$ cat src/hw/eth_stats_pkg.sv
// ######################################
// Ethernet statistics collector package
// Vector layouts, counter records and the
// host register map shared by all blocks
// ######################################

package eth_stats_pkg;

	// Counter and time stamp width
	localparam int CNT_W = 64;
	// Frame length field width in both MAC vectors
	localparam int LEN_W = 14;
	// Host port byte address and data widths
	localparam int ADDR_W = 8;
	localparam int DATA_W = 32;

	// Host register offsets in bytes
	// Offsets 0x04 to 0x0C are unmapped and read as zero
	localparam logic [ADDR_W-1:0] REG_CFG        = 8'h00;
	localparam logic [ADDR_W-1:0] REG_TIME_L     = 8'h10;
	localparam logic [ADDR_W-1:0] REG_TIME_H     = 8'h14;
	localparam logic [ADDR_W-1:0] REG_TX_BYTES_L = 8'h18;
	localparam logic [ADDR_W-1:0] REG_TX_BYTES_H = 8'h1C;
	localparam logic [ADDR_W-1:0] REG_TX_GOOD_L  = 8'h20;
	localparam logic [ADDR_W-1:0] REG_TX_GOOD_H  = 8'h24;
	localparam logic [ADDR_W-1:0] REG_TX_BAD_L   = 8'h28;
	localparam logic [ADDR_W-1:0] REG_TX_BAD_H   = 8'h2C;
	localparam logic [ADDR_W-1:0] REG_RX_BYTES_L = 8'h30;
	localparam logic [ADDR_W-1:0] REG_RX_BYTES_H = 8'h34;
	localparam logic [ADDR_W-1:0] REG_RX_GOOD_L  = 8'h38;
	localparam logic [ADDR_W-1:0] REG_RX_GOOD_H  = 8'h3C;
	localparam logic [ADDR_W-1:0] REG_RX_BAD_L   = 8'h40;
	localparam logic [ADDR_W-1:0] REG_RX_BAD_H   = 8'h44;

	// Transmit statistics vector as delivered by the MAC
	typedef struct packed {
		logic [12:0]      rsvd_hi;
		logic [LEN_W-1:0] frame_length;
		logic [3:0]       rsvd_mid;
		logic             frame_good;
	} tx_stats_t;

	// Receive vector, same low fields with a shorter upper part
	typedef struct packed {
		logic [8:0]       rsvd_hi;
		logic [LEN_W-1:0] frame_length;
		logic [3:0]       rsvd_mid;
		logic             frame_good;
	} rx_stats_t;

	// Running totals kept for one direction
	typedef struct packed {
		logic [CNT_W-1:0] bytes;
		logic [CNT_W-1:0] good;
		logic [CNT_W-1:0] bad;
	} stats_totals_t;

	// Everything the host can read besides the configuration
	typedef struct packed {
		logic [CNT_W-1:0] time_stamp;
		stats_totals_t    tx;
		stats_totals_t    rx;
	} stats_record_t;

	// Configuration register, enable sits in bit 0
	typedef struct packed {
		logic hold;
		logic srst;
		logic enable;
	} cfg_t;

endpackage

$ cat src/hw/eth_stats_adder.sv
// ######################################
// Ethernet statistics adder
// Accumulates byte, good frame and bad
// frame counts from one vector stream
// ######################################

`timescale 1ns/1ps

module eth_stats_adder (
	input  logic                          clk,
	input  logic                          rst_n,
	input  logic                          clear,
	input  logic                          count_en,
	input  logic                          valid,
	input  logic [eth_stats_pkg::LEN_W-1:0] frame_length,
	input  logic                          frame_good,
	output eth_stats_pkg::stats_totals_t  totals,
	output logic                          update
);
	import eth_stats_pkg::*;

	// A frame counts only when the collector is enabled and the timer runs
	logic count_frame;

	assign count_frame = valid & count_en;

	// Counters and the update pulse share one synchronous process
	// Software reset clears the totals exactly like the hardware reset does
	always_ff @(posedge clk) begin
		if (!rst_n || clear) begin
			totals <= '0;
			update <= 1'b0;
		end else begin
			// The pulse lasts a single cycle unless another frame is counted
			update <= count_frame;

			if (count_frame) begin
				// Every frame adds its length, whether or not it was good
				totals.bytes <= totals.bytes + CNT_W'(frame_length);

				// Bit 0 of the vector tells a good frame from a bad one
				if (frame_good) begin
					totals.good <= totals.good + 1'b1;
				end else begin
					totals.bad <= totals.bad + 1'b1;
				end
			end
		end
	end

endmodule

$ cat src/hw/eth_stats_collector.sv
// ######################################
// Ethernet statistics collector
// Counts MAC tx and rx traffic, stamps the
// last change and serves it to the host
// ######################################

`timescale 1ns/1ps

module eth_stats_collector (
	input  logic                           clk,
	input  logic                           rst_n,

	// Host register port
	input  logic                           wr_en,
	input  logic                           rd_en,
	input  logic [eth_stats_pkg::ADDR_W-1:0] addr,
	input  logic [eth_stats_pkg::DATA_W-1:0] wr_data,
	output logic [eth_stats_pkg::DATA_W-1:0] rd_data,
	output logic                           rd_valid,

	// Statistics vectors from the MAC, both on clk
	input  eth_stats_pkg::tx_stats_t       tx_stats_vector,
	input  logic                           tx_stats_valid,
	input  eth_stats_pkg::rx_stats_t       rx_stats_vector,
	input  logic                           rx_stats_valid,

	// Free running reference timer
	input  logic [63:0]                    current_time,
	input  logic                           time_running
);
	import eth_stats_pkg::*;

	cfg_t          cfg;
	logic          count_en;
	stats_totals_t tx_totals;
	stats_totals_t rx_totals;
	logic          tx_update;
	logic          rx_update;
	stats_record_t view;

	// Host access and configuration
	eth_stats_regs i_regs (
		.clk          (clk),
		.rst_n        (rst_n),
		.wr_en        (wr_en),
		.rd_en        (rd_en),
		.addr         (addr),
		.wr_data      (wr_data),
		.rd_data      (rd_data),
		.rd_valid     (rd_valid),
		.time_running (time_running),
		.view         (view),
		.cfg          (cfg),
		.count_en     (count_en)
	);

	// Transmit direction counters
	eth_stats_adder i_tx_adder (
		.clk          (clk),
		.rst_n        (rst_n),
		.clear        (cfg.srst),
		.count_en     (count_en),
		.valid        (tx_stats_valid),
		.frame_length (tx_stats_vector.frame_length),
		.frame_good   (tx_stats_vector.frame_good),
		.totals       (tx_totals),
		.update       (tx_update)
	);

	// Receive direction counters
	eth_stats_adder i_rx_adder (
		.clk          (clk),
		.rst_n        (rst_n),
		.clear        (cfg.srst),
		.count_en     (count_en),
		.valid        (rx_stats_valid),
		.frame_length (rx_stats_vector.frame_length),
		.frame_good   (rx_stats_vector.frame_good),
		.totals       (rx_totals),
		.update       (rx_update)
	);

	// Time stamp and hold snapshot
	eth_stats_snapshot i_snapshot (
		.clk          (clk),
		.rst_n        (rst_n),
		.clear        (cfg.srst),
		.hold         (cfg.hold),
		.current_time (current_time),
		.tx_totals    (tx_totals),
		.rx_totals    (rx_totals),
		.tx_update    (tx_update),
		.rx_update    (rx_update),
		.view         (view)
	);

endmodule

$ cat src/hw/eth_stats_regs.sv
// ######################################
// Ethernet statistics register block
// Decodes host accesses, keeps the config
// and returns counter halves on reads
// ######################################

`timescale 1ns/1ps

module eth_stats_regs (
	input  logic                           clk,
	input  logic                           rst_n,
	input  logic                           wr_en,
	input  logic                           rd_en,
	input  logic [eth_stats_pkg::ADDR_W-1:0] addr,
	input  logic [eth_stats_pkg::DATA_W-1:0] wr_data,
	output logic [eth_stats_pkg::DATA_W-1:0] rd_data,
	output logic                           rd_valid,
	input  logic                           time_running,
	input  eth_stats_pkg::stats_record_t   view,
	output eth_stats_pkg::cfg_t            cfg,
	output logic                           count_en
);
	import eth_stats_pkg::*;

	// Read data selected from the current address before it is registered
	logic [DATA_W-1:0] rd_word;

	// Configuration register
	// Only REG_CFG is writable, the rest of the map is read only
	always_ff @(posedge clk) begin
		if (!rst_n) begin
			cfg <= '0;
		end else if (wr_en && addr == REG_CFG) begin
			cfg <= cfg_t'(wr_data[$bits(cfg_t)-1:0]);
		end
	end

	// Collection runs only while enabled and while the reference timer runs
	assign count_en = cfg.enable & time_running;

	// Read decode
	// Each 64-bit value is split into a low and a high word at
	// consecutive offsets, the low word first
	always_comb begin
		case (addr)
			REG_CFG:        rd_word = DATA_W'(cfg);
			REG_TIME_L:     rd_word = view.time_stamp[DATA_W-1:0];
			REG_TIME_H:     rd_word = view.time_stamp[CNT_W-1:DATA_W];
			REG_TX_BYTES_L: rd_word = view.tx.bytes[DATA_W-1:0];
			REG_TX_BYTES_H: rd_word = view.tx.bytes[CNT_W-1:DATA_W];
			REG_TX_GOOD_L:  rd_word = view.tx.good[DATA_W-1:0];
			REG_TX_GOOD_H:  rd_word = view.tx.good[CNT_W-1:DATA_W];
			REG_TX_BAD_L:   rd_word = view.tx.bad[DATA_W-1:0];
			REG_TX_BAD_H:   rd_word = view.tx.bad[CNT_W-1:DATA_W];
			REG_RX_BYTES_L: rd_word = view.rx.bytes[DATA_W-1:0];
			REG_RX_BYTES_H: rd_word = view.rx.bytes[CNT_W-1:DATA_W];
			REG_RX_GOOD_L:  rd_word = view.rx.good[DATA_W-1:0];
			REG_RX_GOOD_H:  rd_word = view.rx.good[CNT_W-1:DATA_W];
			REG_RX_BAD_L:   rd_word = view.rx.bad[DATA_W-1:0];
			REG_RX_BAD_H:   rd_word = view.rx.bad[CNT_W-1:DATA_W];
			// The old FIFO registers and any unaligned offset end up here
			default:        rd_word = '0;
		endcase
	end

	// Read response
	// The strobe is answered exactly one cycle later and never stalls
	always_ff @(posedge clk) begin
		if (!rst_n) begin
			rd_valid <= 1'b0;
		end else begin
			rd_valid <= rd_en;
		end
	end

	// Read data only changes on a read, so it stays stable after the answer
	always_ff @(posedge clk) begin
		if (rd_en) begin
			rd_data <= rd_word;
		end
	end

endmodule

$ cat src/hw/eth_stats_snapshot.sv
// ######################################
// Ethernet statistics snapshot
// Builds the time stamped live record and
// freezes the host view while hold is set
// ######################################

`timescale 1ns/1ps

module eth_stats_snapshot (
	input  logic                          clk,
	input  logic                          rst_n,
	input  logic                          clear,
	input  logic                          hold,
	input  logic [63:0]                   current_time,
	input  eth_stats_pkg::stats_totals_t  tx_totals,
	input  eth_stats_pkg::stats_totals_t  rx_totals,
	input  logic                          tx_update,
	input  logic                          rx_update,
	output eth_stats_pkg::stats_record_t  view
);
	import eth_stats_pkg::*;

	// Timer value from the cycle in which the adders sampled the frame
	logic [CNT_W-1:0] time_d;
	// Record that tracks the counters with a one cycle delay
	stats_record_t    live_q;
	// Copy held for the host while hold is set
	stats_record_t    frozen_q;

	// The update pulses arrive one cycle after the frame was sampled,
	// so the timer has to be delayed by the same amount
	always_ff @(posedge clk) begin
		time_d <= current_time;
	end

	// Live record, cleared by either reset
	always_ff @(posedge clk) begin
		if (!rst_n || clear) begin
			live_q <= '0;
		end else begin
			// Totals are copied every cycle and only the stamp waits for a change
			live_q.tx <= tx_totals;
			live_q.rx <= rx_totals;

			if (tx_update || rx_update) begin
				live_q.time_stamp <= time_d;
			end
		end
	end

	// The frozen copy follows the live record until hold is seen high
	// Software reset clears it too, so a held view also reads zero
	always_ff @(posedge clk) begin
		if (!rst_n || clear) begin
			frozen_q <= '0;
		end else if (!hold) begin
			frozen_q <= live_q;
		end
	end

	// With hold low the host sees the live record directly, which keeps
	// the read path free of an extra cycle of delay
	assign view = hold ? frozen_q : live_q;

endmodule
$ cat config.mk
export PLATFORM = sky130hd
export DESIGN_NAME = eth_stats_collector
export DESIGN_NICKNAME = d
export VERILOG_FILES = /design/src/hw/eth_stats_pkg.sv /design/src/hw/eth_stats_adder.sv /design/src/hw/eth_stats_collector.sv /design/src/hw/eth_stats_regs.sv /design/src/hw/eth_stats_snapshot.sv
export SDC_FILE = /design/constraint.sdc
export NUM_CORES = 2
export LEC_CHECK = 0
export BUFFER_PORTS_ARGS = -buffer_cell sky130_fd_sc_hd__buf_2
export CAP_MARGIN = 10
export CORE_AREA = 2 2 345 381
export DETAILED_ROUTE_END_ITERATION = 8
export DIE_AREA = 0 0 347 383
export GPL_ROUTABILITY_DRIVEN = 0
export PLACE_DENSITY = 0.6
export SETUP_SLACK_MARGIN = 0.4
export SLEW_MARGIN = 5
export SYNTH_ARGS = -nofsm -noshare
export SYNTH_HDL_FRONTEND = slang
export SYNTH_HIERARCHICAL = 1
export SYNTH_SLANG_ARGS = --single-unit
$ cat constraint.sdc
create_clock -name clk -period 6.39 [get_ports clk]
set_clock_uncertainty 0.2 [all_clocks]
set_input_delay 0 -clock clk [delete_from_list [all_inputs] [get_ports clk]]
set_output_delay 0 -clock clk [all_outputs]
set_load 0.005 [all_outputs]
* Word-level counts from Yosys, hierarchy flattened *
Cells that the tools add are included.

operators by class
  add/sub/neg operators = 6
  equal/unequal tests = 14
  multiplexer cells = 2
  bitwise operators = 5
  reductions and logical operators = 9

operators with widths
  cell                   count
  $pmux 32 s15           1
  $mux 448               1
  $add 64x1->64 const B  4
  $add 64x14->64         2
  $eq 8x6->1 const B     8
  $eq 8x5->1 const B     4
  $eq 8x7->1 const B     2
  $logic_not 8->1        1
  $reduce_and 2->1       4
  $and 1x1->1            3
  $logic_or 1x1->1       2
  $not 1->1              2
  $logic_and 1x1->1      1
  $logic_not 1->1        1

word-level totals
  register bits = 1382
  bits of input ports = 171
  output and inout port bits = 33
  logic and storage cells = 64

* Depth between registers and ports, before layout *
  depth after elaboration = 3
  depth in mapped cells = 9
  gate-level depth less buffers = 8

* By module *
Netlist, hierarchy kept.

by module, submodules not included
  module                         times used  cells an instance  area an instance (um2)  sequential area each (um2)
  eth_stats_snapshot             1           2611               33738.6                 19218.4
  eth_stats_adder at i_tx_adder  1           1178               9625.5                  3863.7
  eth_stats_adder at i_rx_adder  1           1109               9323.9                  3863.7
  eth_stats_regs                 1           566                4938.5                  1041.0

* Worst setup path after synthesis *
OpenSTA, ideal clock, no wires.

  kind = reg-to-reg
  start = register i_regs/cfg[0] (netlist name)
  end = register i_tx_adder/totals[122] (netlist name)
  setup time = 70 ps
  arrival = 2679 ps
  required time = 6120 ps
  path slack = 3441 ps
  stages on the path, launching flop included = 10
  buffers on the path = 2
  clock period less this slack = 2949 ps
  path through = dfxtp_1 -> and2_1 -> and4_4 -> nand4_4 -> or4b_1 -> clkbuf_1 -> or4_1 -> buf_2 -> or3_1 -> a21oi_1

on the way
  cells in the longest elaborated chain, start to end = 3

ends and longest elaborated chain
  what                               line                       RTL
  $and 1x1->1                        eth_stats_regs.sv:39       assign count_en = cfg.enable & time_running;
  net count_en                       eth_stats_collector.sv:34  logic count_en;
  $and 1x1->1                        eth_stats_adder.sv:25      assign count_frame = valid & count_en;
  $reduce_and 2->1 (no source line)  --
  to (decl)                          eth_stats_adder.sv:17      output eth_stats_pkg::stats_totals_t totals,

The timed path passes the listed nets, and every way through them passes these cells.
A chain may end at the register's enable or synchronous reset.

* Final worst setup path *
  start = register i_regs/cfg[0] (netlist name)
  end = register i_tx_adder/totals[135] (netlist name)

on the way
  cells in the longest elaborated chain, start to end = 2

ends and longest elaborated chain
  what          line
  $and 1x1->1   eth_stats_regs.sv:39
  net count_en  eth_stats_collector.sv:34
  $and 1x1->1   eth_stats_adder.sv:25

The timed path passes the listed nets, and every way through them passes these cells.

==> impl_metrics.py <==
metrics = {
    "cells_and_area": {
        "fin_area_mm2": 0.0661,
        "final_cell_mix": "dfxtp_1 (1347), and2_1 (856), mux2_4 (420), nor2_1 (337), nand2_1 (233)",
        "num-nets-final": 5917,
        "drive_above_1_share_pct": 16.9,
        "syn_to_final_growth_pct": 14.6,
        "mostFrequentLayoutCell": "dfxtp_1",
        "final_core_util_pct": 51.0,
        "fin_cells": 7521,
        "nFillCells": 11500,
    },
    "worst_setup_path": {
        "regToRegStartpoint": "i_regs/cfg[0]$_SDFFE_PN0P_",
        "crit_buf_inv": 4,
        "worst-r2r-cell-count": 10,
        "path_max_fanout": 18,
        "slowest_delay_ps": 580,
        "r2r-end": "i_tx_adder/totals[135]$_SDFFE_PP0P_",
        "cp.arrival_ps": 4810,
        "crit_family": "buffers and inverters",
        "cp.required_ps": 6910,
        "r2r_setup_slack_ps": 2100,
        "worstSetupStartpointType": "flip-flop",
        "cp-end-kind": "flip-flop",
        "crit_type": "reg2reg",
        "crit_chain": "and2_1 -> buf_4 -> nand2_1 -> nor2_1 -> buf_4 -> nand2_1 -> nor2_1 -> dlygate4sd3_1 -> a221o_1 -> dlygate4sd3_1",
        "slowest_stage": "nor2_1",
    },
    "cts": {
        "cts-root-buf": "clkbuf_16",
        "cts_tree": "done",
        "cts_sinks": 1382,
        "cts_resized": 0,
        "clockBufferDepth": 3,
        "h-tree-depth": 4,
        "clkLatencyLatePin_ps": 800,
        "numCtsBuffers": 145,
        "clkTransAtPathRegs_ps": 60,
    },
    "synthesis": {
        "synth-main-ff-cell": "dfxtp_1",
        "ys_seq_area_share_pct": 48.6,
        "synth_enable_flop_cells": 32,
        "synth_area_per_cell_um2": 10.5,
        "syn_inst": 5464,
        "netlist_area_mm2": 0.0576,
        "async_flop_share_pct": 0,
        "syn_nets": 5669,
        "yosysWarningCount": 6,
        "ys_seq_elements": 1382,
        "ys_types": 103,
    },
    "global_route": {
        "antenna_found_initial": 7,
        "overflow": 0,
        "first_global_vias": 38700,
        "grtUsageTotal_pct": 24.5,
        "grt_max_degree": 225,
        "grt_pass1_wl_mm": 248,
    },
    "drt": {
        "via_count": 40800,
        "drt.antenna.violating_nets": 0,
        "wl_per_cell_um": 22.1,
        "drc": 0,
        "viasPerCell": 5.42,
        "firstDrtPassIters": 7,
        "first_iter_violations": 3798,
        "wl_mm": 166,
    },
    "pwr": {
        "clockPowerShare_pct": 48.5,
        "combPwrFrac_pct": 2.4,
        "seqPwrFrac_pct": 49.1,
        "power_leakage_nw": 24.9,
        "swShare_pct": 22.2,
        "switchingPower_mw": 3.93,
        "cellInternalPower_mw": 13.8,
        "power_density_mw_per_mm2": 268,
        "peakVddDrop_mv": 0.257,
    },
    "sta": {
        "max_freq_mhz": 233,
        "relSlewSlack_pct": 25.6,
        "period_needed_ps": 4290,
        "worst_slack_ps": 2100,
        "period_share_pct": 67.1,
        "final_hold_viol_count": 0,
        "finalSetupTns_ps": 0,
        "worst_slew_pin_slew_ps": 1110,
        "slew_viol_final": 0,
        "rsz0062_at_grt": "no",
        "setup_violations": 0,
    },
    "placed_design": {
        "port_buffers": 144,
        "hpwlAfterDp_mm": 115,
        "place_inst": 7032,
        "pre_cts_ws_ps": 2530,
        "placed_cell_area_mm2": 0.0590,
    },
    "worst_hold_path": {
        "worst_hold_path.endpoint": "i_tx_adder/totals[66]$_SDFFE_PP0P_",
        "min_from": "tx_stats_vector[0]",
        "hold_depth": 5,
        "hold_path_class": "in2reg",
    },
    "die": {
        "ioPinCount": 204,
        "dieHeight_um": 383,
        "rows": 139,
        "coreArea_mm2": 0.130,
        "initial_utilization_pct": 44.5,
        "dieArea_mm2": 0.133,
        "die_w_um": 347,
    },
    "status": {
        "status": "complete, no violations",
    },
    "run": {
        "drv_cap": 0,
    },
}
layout make-up:
| class | instances | area [um2] | share of cell area [%] |
|---|---|---|---|
| inverter | 49 | 184 | 0.278 |
| multi-input combinational | 3707 | 27400 | 41.5 |
| tap | 1692 | 2120 | 3.20 |
| timing repair buffer | 427 | 3510 | 5.31 |
| clock inverter | 57 | 664 | 1.01 |
| antenna | 4 | 10.0 | 0.0152 |
| sequential | 1382 | 28000 | 42.4 |
| clock buffer | 203 | 4180 | 6.33 |
stage by stage:
| step | hold WS [ps] | power [mW] |
|---|---|---|
| floorplan | -172 | 9.07 |
| global placement | -94.7 | 9.21 |
| detailed placement | -96.4 | 9.21 |
| CTS | 3.95 | 17.8 |
| global route | 86.6 | 18.2 |
| finish | 61.6 | 17.7 |
synth_stat cells (69+ instances only):
| library cell | number | area, um2 |
|---|---|---|
| nor3_1 | 70 | 350 |
| nand4_1 | 108 | 676 |
| a21oi_1 | 215 | 1080 |
| mux2i_1 | 73 | 731 |
| dfxtp_1 | 1350 | 27000 |
| nand2_1 | 233 | 875 |
| clkbuf_1 | 210 | 788 |
| and2_1 | 856 | 5360 |
| nor2_1 | 337 | 1260 |
| a22oi_1 | 82 | 616 |
| nand3_1 | 144 | 721 |
| mux2_4 | 420 | 6310 |
| or3_1 | 69 | 432 |
| o21ai_0 | 155 | 776 |
| xor2_1 | 134 | 1170 |
| xnor2_1 | 113 | 990 |
power groups by stage:
stage	clock, mW	sequential [mW]	combinational (mW)
2_1_floorplan	0	8.87	0.195
3_3_place_gp	0	8.88	0.327
3_5_place_dp	0	8.88	0.327
4_1_cts	8.74	8.69	0.422
5_1_grt	9.09	8.68	0.460
6_report	8.58	8.69	0.430
flip-flops by register name, summed over array words and instances, names as in the netlist:
register	cells
i_rx_adder/totals	192
i_snapshot/time_d	64
i_tx_adder/totals	192
i_snapshot/frozen_q	448
i_snapshot/live_q	448
i_regs/cfg	3
i_regs/rd_valid	1
i_regs/rd_data	32
i_tx_adder/update	1
i_rx_adder/update	1
routing by layer:
metal / vias to the layer above / share of wire [%] / global-route usage [%]
met3: 295 / 5.8 / 3.96
li1: 19500 / - / -
met1: 19700 / 45 / 33.6
met5: - / 0.014 / 0
met2: 1248 / 44 / 37.6
met4: 4 / 5.0 / 11.8
how the worst max path moves through the flow:
stage / startpoint / endpoint / slack, ps / depth (start not counted)
6_report: i_regs/cfg[0]$_SDFFE_PN0P_ / i_tx_adder/totals[135]$_SDFFE_PP0P_ / 2100 / 10
3_5_place_dp: i_regs/cfg[0]$_SDFFE_PN0P_ / i_tx_adder/totals[59]$_SDFFE_PP0P_ / 2530 / 8
4_1_cts: i_regs/cfg[0]$_SDFFE_PN0P_ / i_tx_adder/totals[135]$_SDFFE_PP0P_ / 2150 / 10
3_3_place_gp: i_regs/cfg[2]$_SDFFE_PN0P_ / i_regs/rd_data[14]$_DFFE_PP_ / 2530 / 6
2_1_floorplan: i_regs/cfg[0]$_SDFFE_PN0P_ / i_tx_adder/totals[122]$_SDFFE_PP0P_ / 3440 / 9
5_1_grt: i_regs/cfg[0]$_SDFFE_PN0P_ / i_tx_adder/totals[135]$_SDFFE_PP0P_ / 2030 / 10
kinds of logic (layout without fill, tap and decap cells):
group / Yosys count / count (layout) / share of synthesized area [%]
AND/OR/NAND/NOR: 2185 / 2185 / 21.8
flip-flops: 1382 / 1382 / 48.6
AO/OA/AOI/OAI: 685 / 685 / 7.62
multiplexers: 556 / 556 / 13.5
buffers and inverters: 375 / 736 / 3.98
XOR/XNOR: 247 / 247 / 3.75
adder cells (fa/ha/maj): 34 / 34 / 0.764
other: 0 / 4 / 0
repair_timing:
action	4_1_cts	5_1_grt
buffers inserted	0	0
endpoints found under the hold margin	349	0
hold buffers	223	0
worst register-to-register path, cell delays in order, from the launching register on:
cell and delay, ps:
dfxtp_1 350, and2_1 470, buf_4 410, nand2_1 520, nor2_1 590, buf_4 310
nand2_1 80, nor2_1 90, dlygate4sd3_1 550, a221o_1 100, dlygate4sd3_1 540
No activity file was read; power rests on OpenSTA's default activity.
